[src/hdl/ulpb_pkg.sv]
package ulpb_pkg;

	// Bit 5 set means the line is sampled in that state
	typedef enum logic [5:0] {
		BUS_IDLE         = 6'b000000,
		WAIT_FOR_START   = 6'b000001,
		ENABLE_CLK_NEG   = 6'b100010,
		ARBI_RES_POS     = 6'b000011,
		ARBI_RES_NEG     = 6'b100100,
		DRIVE1_POS       = 6'b000101,
		DRIVE1_NEG       = 6'b100110,
		LATCH1_POS       = 6'b000111,
		LATCH1_NEG       = 6'b101000,
		DRIVE2_POS       = 6'b001001,
		DRIVE2_NEG       = 6'b101010,
		LATCH2_POS       = 6'b001011,
		LATCH2_NEG       = 6'b101100,
		RESET_S0_D_NEG   = 6'b001101,
		RESET_S0_D_POS   = 6'b101110,
		RESET_S0_L_NEG   = 6'b101111,
		RESET_S0_L_POS   = 6'b110000,
		RESET_S1_D_NEG   = 6'b110001,
		RESET_S1_D_POS   = 6'b110010,
		RESET_S1_L_NEG   = 6'b110011,
		RESET_S1_L_POS   = 6'b110100,
		RESET_S0_D1_NEG  = 6'b110101,
		RESET_S0_D1_POS  = 6'b110110,
		RESET_S0_L1_NEG  = 6'b110111,
		RESET_S0_L1_POS  = 6'b111000,
		RESET_R_D_NEG    = 6'b011001,
		RESET_R_D_POS    = 6'b011010,
		RESET_R_L_NEG    = 6'b011011,
		RESET_R_L_POS    = 6'b011100,
		BACK_TO_IDLE_NEG = 6'b011101,
		BACK_TO_IDLE_POS = 6'b011110
	} ctrl_state_t;

	localparam logic [1:0] MES = 2'b10;
	// Entry n-1 is the expected bit of acknowledge step n
	localparam logic [3:0] ACK_SEQ = 4'b0110;

	typedef union packed {
		logic [3:0] raw;
		struct packed {
			logic prev_latch;
			logic prev_drive;
			logic latch;
			logic drive;
		} phase;
	} line_hist_u;

	// Bits needed to hold START_CYCLES - 1
	function automatic int cnt_width(input int start_cycles);
		return (start_cycles > 1) ? $clog2(start_cycles) : 1;
	endfunction

endpackage
[src/hdl/line_sample_if.sv]
`timescale 1ns/1ps

interface line_sample_if;

	// Sample request from the FSM, one cycle wide
	logic shift_en;
	// Registered DIN
	logic line_level;
	ulpb_pkg::line_hist_u history;

	modport sampler
	(
		input shift_en,
		output line_level,
		output history
	);

	modport ctrl
	(
		output shift_en,
		input line_level,
		input history
	);

endinterface

[src/hdl/ulpb_ctrl_top.sv]
`timescale 1ns/1ps

module ulpb_ctrl_top
#(
	parameter int START_CYCLES = 12
)
(
	input logic CLK,
	input logic RESET,
	input logic DIN,
	output logic DOUT,
	output logic CLK_OUT,
	output logic [3:0] test_pt
);

	logic clk_level;
	logic hold;
	logic ctrl_bit;

	line_sample_if lsi();

	line_sampler u_sampler
	(
		.CLK(CLK),
		.RESET(RESET),
		.din(DIN),
		.lsi(lsi.sampler)
	);

	bus_ctrl_fsm
	#(
		.START_CYCLES(START_CYCLES)
	)
	u_fsm
	(
		.CLK(CLK),
		.RESET(RESET),
		.lsi(lsi.ctrl),
		.clk_level(clk_level),
		.hold(hold),
		.ctrl_bit(ctrl_bit),
		.test_pt(test_pt)
	);

	line_driver u_driver
	(
		.CLK(CLK),
		.RESET(RESET),
		.din(DIN),
		.clk_level(clk_level),
		.hold(hold),
		.ctrl_bit(ctrl_bit),
		.clk_out(CLK_OUT),
		.dout(DOUT)
	);

endmodule

[src/hdl/line_driver.sv]
`timescale 1ns/1ps

module line_driver
(
	input logic CLK,
	input logic RESET,
	input logic din,
	input logic clk_level,
	input logic hold,
	input logic ctrl_bit,
	output logic clk_out,
	output logic dout
);

	logic hold_q;
	logic ctrl_q;

	// Node owns the bus after reset
	always_ff @(posedge CLK or negedge RESET)
	begin
		if (!RESET)
		begin
			clk_out <= 1'b1;
			hold_q <= 1'b1;
			ctrl_q <= 1'b1;
		end
		else
		begin
			clk_out <= clk_level;
			hold_q <= hold;
			ctrl_q <= ctrl_bit;
		end
	end

	// Ring pass-through unless held
	assign dout = hold_q ? ctrl_q : din;

endmodule

[src/hdl/bus_ctrl_fsm.sv]
`timescale 1ns/1ps

module bus_ctrl_fsm
#(
	parameter int START_CYCLES = 12
)
(
	input logic CLK,
	input logic RESET,
	line_sample_if.ctrl lsi,
	output logic clk_level,
	output logic hold,
	output logic ctrl_bit,
	output logic [3:0] test_pt
);

	localparam int CNT_W = ulpb_pkg::cnt_width(START_CYCLES);
	localparam logic [CNT_W-1:0] CNT_LOAD = CNT_W'(START_CYCLES - 1);

	ulpb_pkg::ctrl_state_t state;
	ulpb_pkg::ctrl_state_t next_state;
	ulpb_pkg::ctrl_state_t reset_next;
	logic [CNT_W-1:0] start_cnt;
	logic [CNT_W-1:0] next_cnt;
	logic phase;
	logic next_phase;
	logic [2:0] seq_cnt;
	logic [2:0] next_seq;

	ulpb_pkg::line_hist_u hist;
	logic out_of_phase;
	logic ack_bit;
	logic ack_ok;
	logic mes_edge;

	assign hist = lsi.history;

	// Sample only on the first edge of a half-rate level
	assign lsi.shift_en = state[5] & ~phase;
	assign test_pt = state[3:0];

	assign out_of_phase = hist.phase.latch ^ hist.phase.drive;
	assign ack_bit = ulpb_pkg::ACK_SEQ[2'(seq_cnt - 3'd1)];
	assign ack_ok = (hist.phase.drive == ack_bit);
	assign mes_edge = hist.phase.prev_drive ^ hist.phase.drive;

	always_ff @(posedge CLK or negedge RESET)
	begin
		if (!RESET)
		begin
			state <= ulpb_pkg::BUS_IDLE;
			start_cnt <= CNT_LOAD;
			phase <= 1'b0;
			seq_cnt <= 3'd0;
		end
		else
		begin
			state <= next_state;
			start_cnt <= next_cnt;
			phase <= next_phase;
			seq_cnt <= next_seq;
		end
	end

	// Successor of each half-rate state, with the reset bit checks
	always_comb
	begin
		reset_next = ulpb_pkg::BUS_IDLE;
		case (state)
			ulpb_pkg::RESET_S0_D_NEG:   reset_next = ulpb_pkg::RESET_S0_D_POS;
			ulpb_pkg::RESET_S0_D_POS:   reset_next = ulpb_pkg::RESET_S0_L_NEG;
			ulpb_pkg::RESET_S0_L_NEG:   reset_next = ulpb_pkg::RESET_S0_L_POS;
			ulpb_pkg::RESET_S0_L_POS:
			begin
				if (hist.raw[2:0] == 3'b000)
					reset_next = ulpb_pkg::RESET_S1_D_NEG;
				else
					reset_next = ulpb_pkg::RESET_S0_D_NEG;
			end
			ulpb_pkg::RESET_S1_D_NEG:   reset_next = ulpb_pkg::RESET_S1_D_POS;
			ulpb_pkg::RESET_S1_D_POS:   reset_next = ulpb_pkg::RESET_S1_L_NEG;
			ulpb_pkg::RESET_S1_L_NEG:   reset_next = ulpb_pkg::RESET_S1_L_POS;
			ulpb_pkg::RESET_S1_L_POS:
			begin
				if (hist.raw == 4'b1111)
					reset_next = ulpb_pkg::RESET_S0_D1_NEG;
				else
					reset_next = ulpb_pkg::RESET_S0_D_NEG;
			end
			ulpb_pkg::RESET_S0_D1_NEG:  reset_next = ulpb_pkg::RESET_S0_D1_POS;
			ulpb_pkg::RESET_S0_D1_POS:  reset_next = ulpb_pkg::RESET_S0_L1_NEG;
			ulpb_pkg::RESET_S0_L1_NEG:  reset_next = ulpb_pkg::RESET_S0_L1_POS;
			ulpb_pkg::RESET_S0_L1_POS:
			begin
				if (hist.raw == 4'b0000)
					reset_next = ulpb_pkg::RESET_R_D_NEG;
				else
					reset_next = ulpb_pkg::RESET_S0_D_NEG;
			end
			ulpb_pkg::RESET_R_D_NEG:    reset_next = ulpb_pkg::RESET_R_D_POS;
			ulpb_pkg::RESET_R_D_POS:    reset_next = ulpb_pkg::RESET_R_L_NEG;
			ulpb_pkg::RESET_R_L_NEG:    reset_next = ulpb_pkg::RESET_R_L_POS;
			ulpb_pkg::RESET_R_L_POS:    reset_next = ulpb_pkg::BACK_TO_IDLE_NEG;
			// Extra clock so every node returns to idle
			ulpb_pkg::BACK_TO_IDLE_NEG: reset_next = ulpb_pkg::BACK_TO_IDLE_POS;
			ulpb_pkg::BACK_TO_IDLE_POS: reset_next = ulpb_pkg::BUS_IDLE;
			default:                    reset_next = ulpb_pkg::BUS_IDLE;
		endcase
	end

	always_comb
	begin
		next_state = state;
		next_cnt = start_cnt;
		next_phase = phase;
		next_seq = seq_cnt;
		case (state)
			ulpb_pkg::BUS_IDLE:
			begin
				if (!lsi.line_level)
					next_state = ulpb_pkg::WAIT_FOR_START;
				next_cnt = CNT_LOAD;
				next_phase = 1'b0;
				next_seq = 3'd0;
			end
			ulpb_pkg::WAIT_FOR_START:
			begin
				if (start_cnt != '0)
					next_cnt = start_cnt - CNT_W'(1);
				else
					next_state = ulpb_pkg::ENABLE_CLK_NEG;
			end
			ulpb_pkg::ENABLE_CLK_NEG: next_state = ulpb_pkg::ARBI_RES_POS;
			ulpb_pkg::ARBI_RES_POS:   next_state = ulpb_pkg::ARBI_RES_NEG;
			ulpb_pkg::ARBI_RES_NEG:   next_state = ulpb_pkg::DRIVE1_POS;
			ulpb_pkg::DRIVE1_POS:     next_state = ulpb_pkg::DRIVE1_NEG;
			ulpb_pkg::DRIVE1_NEG:
			begin
				if (out_of_phase)
					next_state = ulpb_pkg::RESET_S0_D_NEG;
				else
					next_state = ulpb_pkg::LATCH1_POS;
			end
			ulpb_pkg::LATCH1_POS:     next_state = ulpb_pkg::LATCH1_NEG;
			ulpb_pkg::LATCH1_NEG:
			begin
				if (seq_cnt == 3'd0)
					next_state = ulpb_pkg::DRIVE2_POS;
				else if (ack_ok)
				begin
					next_state = ulpb_pkg::DRIVE2_POS;
					next_seq = seq_cnt + 3'd1;
				end
				else
					next_state = ulpb_pkg::RESET_S0_D_NEG;
			end
			ulpb_pkg::DRIVE2_POS:     next_state = ulpb_pkg::DRIVE2_NEG;
			ulpb_pkg::DRIVE2_NEG:
			begin
				if (out_of_phase)
					next_state = ulpb_pkg::RESET_S0_D_NEG;
				else
					next_state = ulpb_pkg::LATCH2_POS;
			end
			ulpb_pkg::LATCH2_POS:     next_state = ulpb_pkg::LATCH2_NEG;
			ulpb_pkg::LATCH2_NEG:
			begin
				case (seq_cnt)
					3'd0:
					begin
						// Waiting for the message start pattern
						if (!mes_edge)
							next_state = ulpb_pkg::DRIVE1_POS;
						else if ({hist.phase.prev_drive, hist.phase.drive} == ulpb_pkg::MES)
						begin
							next_state = ulpb_pkg::DRIVE1_POS;
							next_seq = seq_cnt + 3'd1;
						end
						else
							next_state = ulpb_pkg::RESET_S0_D_NEG;
					end
					// Acknowledge complete, message ends
					3'd4:
					begin
						next_state = ulpb_pkg::RESET_S0_D_NEG;
					end
					default:
					begin
						if (ack_ok)
						begin
							next_state = ulpb_pkg::DRIVE1_POS;
							next_seq = seq_cnt + 3'd1;
						end
						else
							next_state = ulpb_pkg::RESET_S0_D_NEG;
					end
				endcase
			end
			default:
			begin
				// Half-rate reset sequence, two edges per level
				next_phase = ~phase;
				if (phase)
					next_state = reset_next;
			end
		endcase
	end

	// Driver levels follow from the state being entered
	always_comb
	begin
		clk_level = 1'b1;
		hold = 1'b1;
		ctrl_bit = 1'b1;
		case (next_state)
			ulpb_pkg::ENABLE_CLK_NEG,
			ulpb_pkg::ARBI_RES_NEG,
			ulpb_pkg::RESET_S1_D_NEG,
			ulpb_pkg::RESET_S1_L_NEG,
			ulpb_pkg::RESET_R_D_NEG,
			ulpb_pkg::RESET_R_L_NEG,
			ulpb_pkg::BACK_TO_IDLE_NEG:
			begin
				clk_level = 1'b0;
			end
			ulpb_pkg::DRIVE1_POS,
			ulpb_pkg::LATCH1_POS,
			ulpb_pkg::DRIVE2_POS,
			ulpb_pkg::LATCH2_POS:
			begin
				hold = 1'b0;
			end
			ulpb_pkg::DRIVE1_NEG,
			ulpb_pkg::LATCH1_NEG,
			ulpb_pkg::DRIVE2_NEG,
			ulpb_pkg::LATCH2_NEG:
			begin
				clk_level = 1'b0;
				hold = 1'b0;
			end
			// The two 0 bits of the reset sequence
			ulpb_pkg::RESET_S0_D_POS,
			ulpb_pkg::RESET_S0_L_POS,
			ulpb_pkg::RESET_S0_D1_POS,
			ulpb_pkg::RESET_S0_L1_POS:
			begin
				ctrl_bit = 1'b0;
			end
			ulpb_pkg::RESET_S0_D_NEG,
			ulpb_pkg::RESET_S0_L_NEG,
			ulpb_pkg::RESET_S0_D1_NEG,
			ulpb_pkg::RESET_S0_L1_NEG:
			begin
				clk_level = 1'b0;
				ctrl_bit = 1'b0;
			end
			default:
			begin
				clk_level = 1'b1;
			end
		endcase
	end

endmodule

[src/hdl/line_sampler.sv]
`timescale 1ns/1ps

module line_sampler
(
	input logic CLK,
	input logic RESET,
	input logic din,
	line_sample_if.sampler lsi
);

	// Idle bus is high, so a low after reset is a real start
	always_ff @(posedge CLK or negedge RESET)
	begin
		if (!RESET)
		begin
			lsi.line_level <= 1'b1;
		end
		else
		begin
			lsi.line_level <= din;
		end
	end

	// Newest sample enters at bit 0
	always_ff @(posedge CLK or negedge RESET)
	begin
		if (!RESET)
		begin
			lsi.history <= '0;
		end
		else if (lsi.shift_en)
		begin
			lsi.history.raw <= {lsi.history.raw[2:0], lsi.line_level};
		end
	end

endmodule

[config.mk]
export PLATFORM = sky130hd
export DESIGN_NAME = ulpb_ctrl_top
export DESIGN_NICKNAME = d
export VERILOG_FILES = /design/src/hdl/ulpb_pkg.sv /design/src/hdl/line_sample_if.sv /design/src/hdl/ulpb_ctrl_top.sv /design/src/hdl/line_driver.sv /design/src/hdl/bus_ctrl_fsm.sv /design/src/hdl/line_sampler.sv
export SDC_FILE = /design/constraint.sdc
export NUM_CORES = 1
export LEC_CHECK = 0
export ABC_CLOCK_PERIOD_IN_PS = 3530
export BUFFER_PORTS_ARGS = -buffer_cell sky130_fd_sc_hd__buf_2
export CAP_MARGIN = 20
export CORE_MARGIN = 4
export CORE_UTILIZATION = 60
export CTS_CLUSTER_SIZE = 14
export DETAILED_ROUTE_END_ITERATION = 8
export PLACE_DENSITY = 0.78
export REMOVE_ABC_BUFFERS = 1
export SLEW_MARGIN = 20
export SYNTH_ARGS = -nofsm -noshare
export SYNTH_HDL_FRONTEND = slang
export SYNTH_SLANG_ARGS = --single-unit
[constraint.sdc]
create_clock -name CLK -period 3.53 [get_ports CLK]
set_input_delay 0.706 -clock CLK [delete_from_list [all_inputs] [get_ports CLK]]
set_output_delay 0.706 -clock CLK [all_outputs]
set_load 0.05 [all_outputs]
==> results.toml <==
[outcome]
status = "finished, final reports clean"

[global_routing]
antenna_found_initial = 0
grt.busiest_layer = "met2"
grt_pass1_wl_um = 9230
use_met3_pct = 4.83
met1_usage_pct = 37.9
overflow = 0
grt_max_degree = 30
grt_pass1_vias = 1906
grt.met2_usage_pct = 39.2
grtUsageTotal_pct = 26.5

[timing]
finalSetupViolCount = 0
finalHoldViolCount = 0
whs_ns = 0.322
fin_crit_ns = 2.97
maxSlewViolCount = 0
rsz0062_at_grt = "no"
fin_tns_setup_ns = 0
slew_headroom_pct = 40.8
fin_crit_sh_pct = 84.2
fmax_ghz = 0.336
worst_slew_pin_slew_ns = 0.888
skew_ns = 0.00619

[clocking]
clk_pin_slew_worst_paths_ns = 0.13
cts.path.max_buffers = 2
htreeDepth = 1
cts_setup_buffers = 0
cts_buffers = 3
cts.hold.buffers_added = 0
clkSinkCount = 22
clock_latency_ns = 0.32
cts_tree = "done"
cts-root-buf = "clkbuf_4"
cts-resized-gates = 0

[detailed_routing]
vias = 2077
drc = 0
wl_um = 5500
drtAntennaViolNets = 0
drtIter0Drc = 301
viasPerCell = 6.88
drt-wirelength-per-cell_um = 18.2
dr.pass1.iters = 5

[synthesis]
yosys_register_bits = 22
synthCells = 257
async_flop_share_pct = 100
yosysSeqAreaShare_pct = 26.3
synth-edff-count = 0
yosys_warnings = 0
synthFlopType = "dfrtp_1"
avgSynthCellArea_sq_um = 8.27
syn-cell-area_sq_um = 2130
synth_cell_types = 69

[floorplanning]
ios = 9
coreArea_sq_um = 3390
initial_core_util_pct = 62.7
die_area_sq_um = 4560
die_h_um = 67.5
die_x_um = 67.5
rows = 21

[cells_and_area]
nets = 268
n_antenna_cell = 0
final_common_cell = "nand2_1"
final_cell_mix = "nand2_1, a21oi_1, nor2_1, dfrtp_1, nor3_1"
final_layout_size_suffix_gt1_share_pct = 18.4
final_util_pct = 64.9
area_growth_pct = 3.47

[hold_path]
hold_class = "input port to async pin"

[power]
p_int_uw = 891
peakVddDrop_v = 0.000467
swShare_pct = 54.1
p_per_area_nw_per_um2 = 883
switching_power_mw = 1.05
pwr-share-clk_pct = 7.4
pwr-share-seq_pct = 26.9
leakagePower_nw = 0.868
power_frac_comb_pct = 65.7

[critical_path]
start_kind = "flip-flop"
critPathArrivalTime_ns = 3.24
crit_fanout = 29
r2r_slack_ns = 0.56
crit_type = "flip-flop to flip-flop"
required_ns = 3.80
end_kind = "flip-flop"

[placement]
portBuffers = 8
gp_congestion = 0.951
dpl.hpwl_um = 3900

[job]
maxCapViolations = 0
## through the flow
step	instances	setup WS (ns)	area (sq um)	total power [mW]
after CTS	302	0.599	2200	1.91
final	302	0.557	2200	1.94
after detailed placement	298	0.614	2160	1.76
after global routing	302	0.361	2200	2.09
after global placement	298	0.732	2160	1.75
after floorplan	235	0.402	2000	1.42
## area by class of cell
| class | instances | area (sq um) |
|---|---|---|
| timing repair buffer | 17 | 108 |
| inverter | 15 | 56.3 |
| multi-input combinational | 198 | 1380 |
| tap | 46 | 57.6 |
| sequential | 22 | 559 |
| clock buffer | 4 | 36.3 |
| fill | 293 | 1190 |
## sequential cells by signal, indices dropped and copies added (netlist names)
register,count
u_fsm.state,6
u_fsm.start_cnt,4
u_sampler.lsi.history,4
u_fsm.seq_cnt,3
u_driver.clk_out,1
u_driver.ctrl_q,1
u_driver.hold_q,1
u_fsm.phase,1
u_sampler.lsi.line_level,1
## cells by family (layout without fill, tap and decap cells)
group	Yosys count	in the layout	share of synthesized area [%]
DFF	22	22	26.3
xor gates and xnor gates	8	8	3.30
buffers and inverters	37	36	8.65
muxes	2	2	1.06
adders and majority gates	10	10	5.65
AOI/OAI and AO/OA	75	75	27.4
and+or+nand+nor	103	103	27.7
## Yosys cell counts, types with 3 or more instances
library cell | number | area share (%)
a21oi_1 | 17 | 4.0
a311o_1 | 3 | 1.4
a31oi_1 | 6 | 1.8
and3_1 | 5 | 1.5
buf_2 | 12 | 2.8
buf_4 | 6 | 2.1
dfrtp_1 | 15 | 18
dfstp_2 | 7 | 8.7
ha_1 | 8 | 4.7
inv_1 | 11 | 1.9
inv_2 | 4 | 0.71
nand2_1 | 22 | 3.9
nand2b_1 | 5 | 1.5
nand3_1 | 6 | 1.4
nand3b_1 | 3 | 1.1
nand4_1 | 4 | 1.2
nor2_1 | 15 | 2.6
nor2b_1 | 7 | 2.1
nor3_1 | 12 | 2.8
o21ai_0 | 9 | 2.1
o22ai_1 | 3 | 0.88
o31ai_1 | 3 | 1.1
or2_2 | 3 | 0.88
or4b_1 | 4 | 1.9
xnor2_1 | 5 | 2.1
xor2_1 | 3 | 1.2
## power by group through the flow
stage / Sequential (mW) / Combinational, mW / Clock, mW
2_1_floorplan: 0.585 / 0.836 / 0
3_3_place_gp: 0.516 / 1.23 / 0
3_5_place_dp: 0.521 / 1.24 / 0
4_1_cts: 0.515 / 1.25 / 0.148
5_1_grt: 0.539 / 1.40 / 0.156
6_report: 0.522 / 1.28 / 0.145
## routing by layer
metal,routed length [um],vias up
met3,469,20
met1,2440,992
met4,146,0
met5,0,-
li1,-,951
met2,2440,114
## worst paths after layout
kind | startpoint | end | cells after the start
max | u_fsm.state[0]$_DFF_PN0_ | u_driver.ctrl_q$_DFF_PN1_ | 7
min in group CLK | DIN | u_sampler.lsi.line_level$_DFF_PN1_ | 1
min | RESET | u_fsm.phase$_DFFE_PN0N_ | 1
min reg2reg | u_sampler.lsi.history[1]$_DFFE_PN0P_ | u_sampler.lsi.history[1]$_DFFE_PN0P_ | 2
max in group asynchronous | RESET | u_sampler.lsi.line_level$_DFF_PN1_ | 1
max reg2reg | u_fsm.state[0]$_DFF_PN0_ | u_driver.ctrl_q$_DFF_PN1_ | 7
## critical path, cell delays in order (launching register included)
cell and delay [ns]:
dfrtp_1 0.94, a21oi_1 0.18, a2111oi_2 0.56, o221ai_2 0.20, a32oi_4 0.38, nand2_1 0.09, or3_1 0.33, o211a_1 0.22
Power figures use the tool's default switching activity.
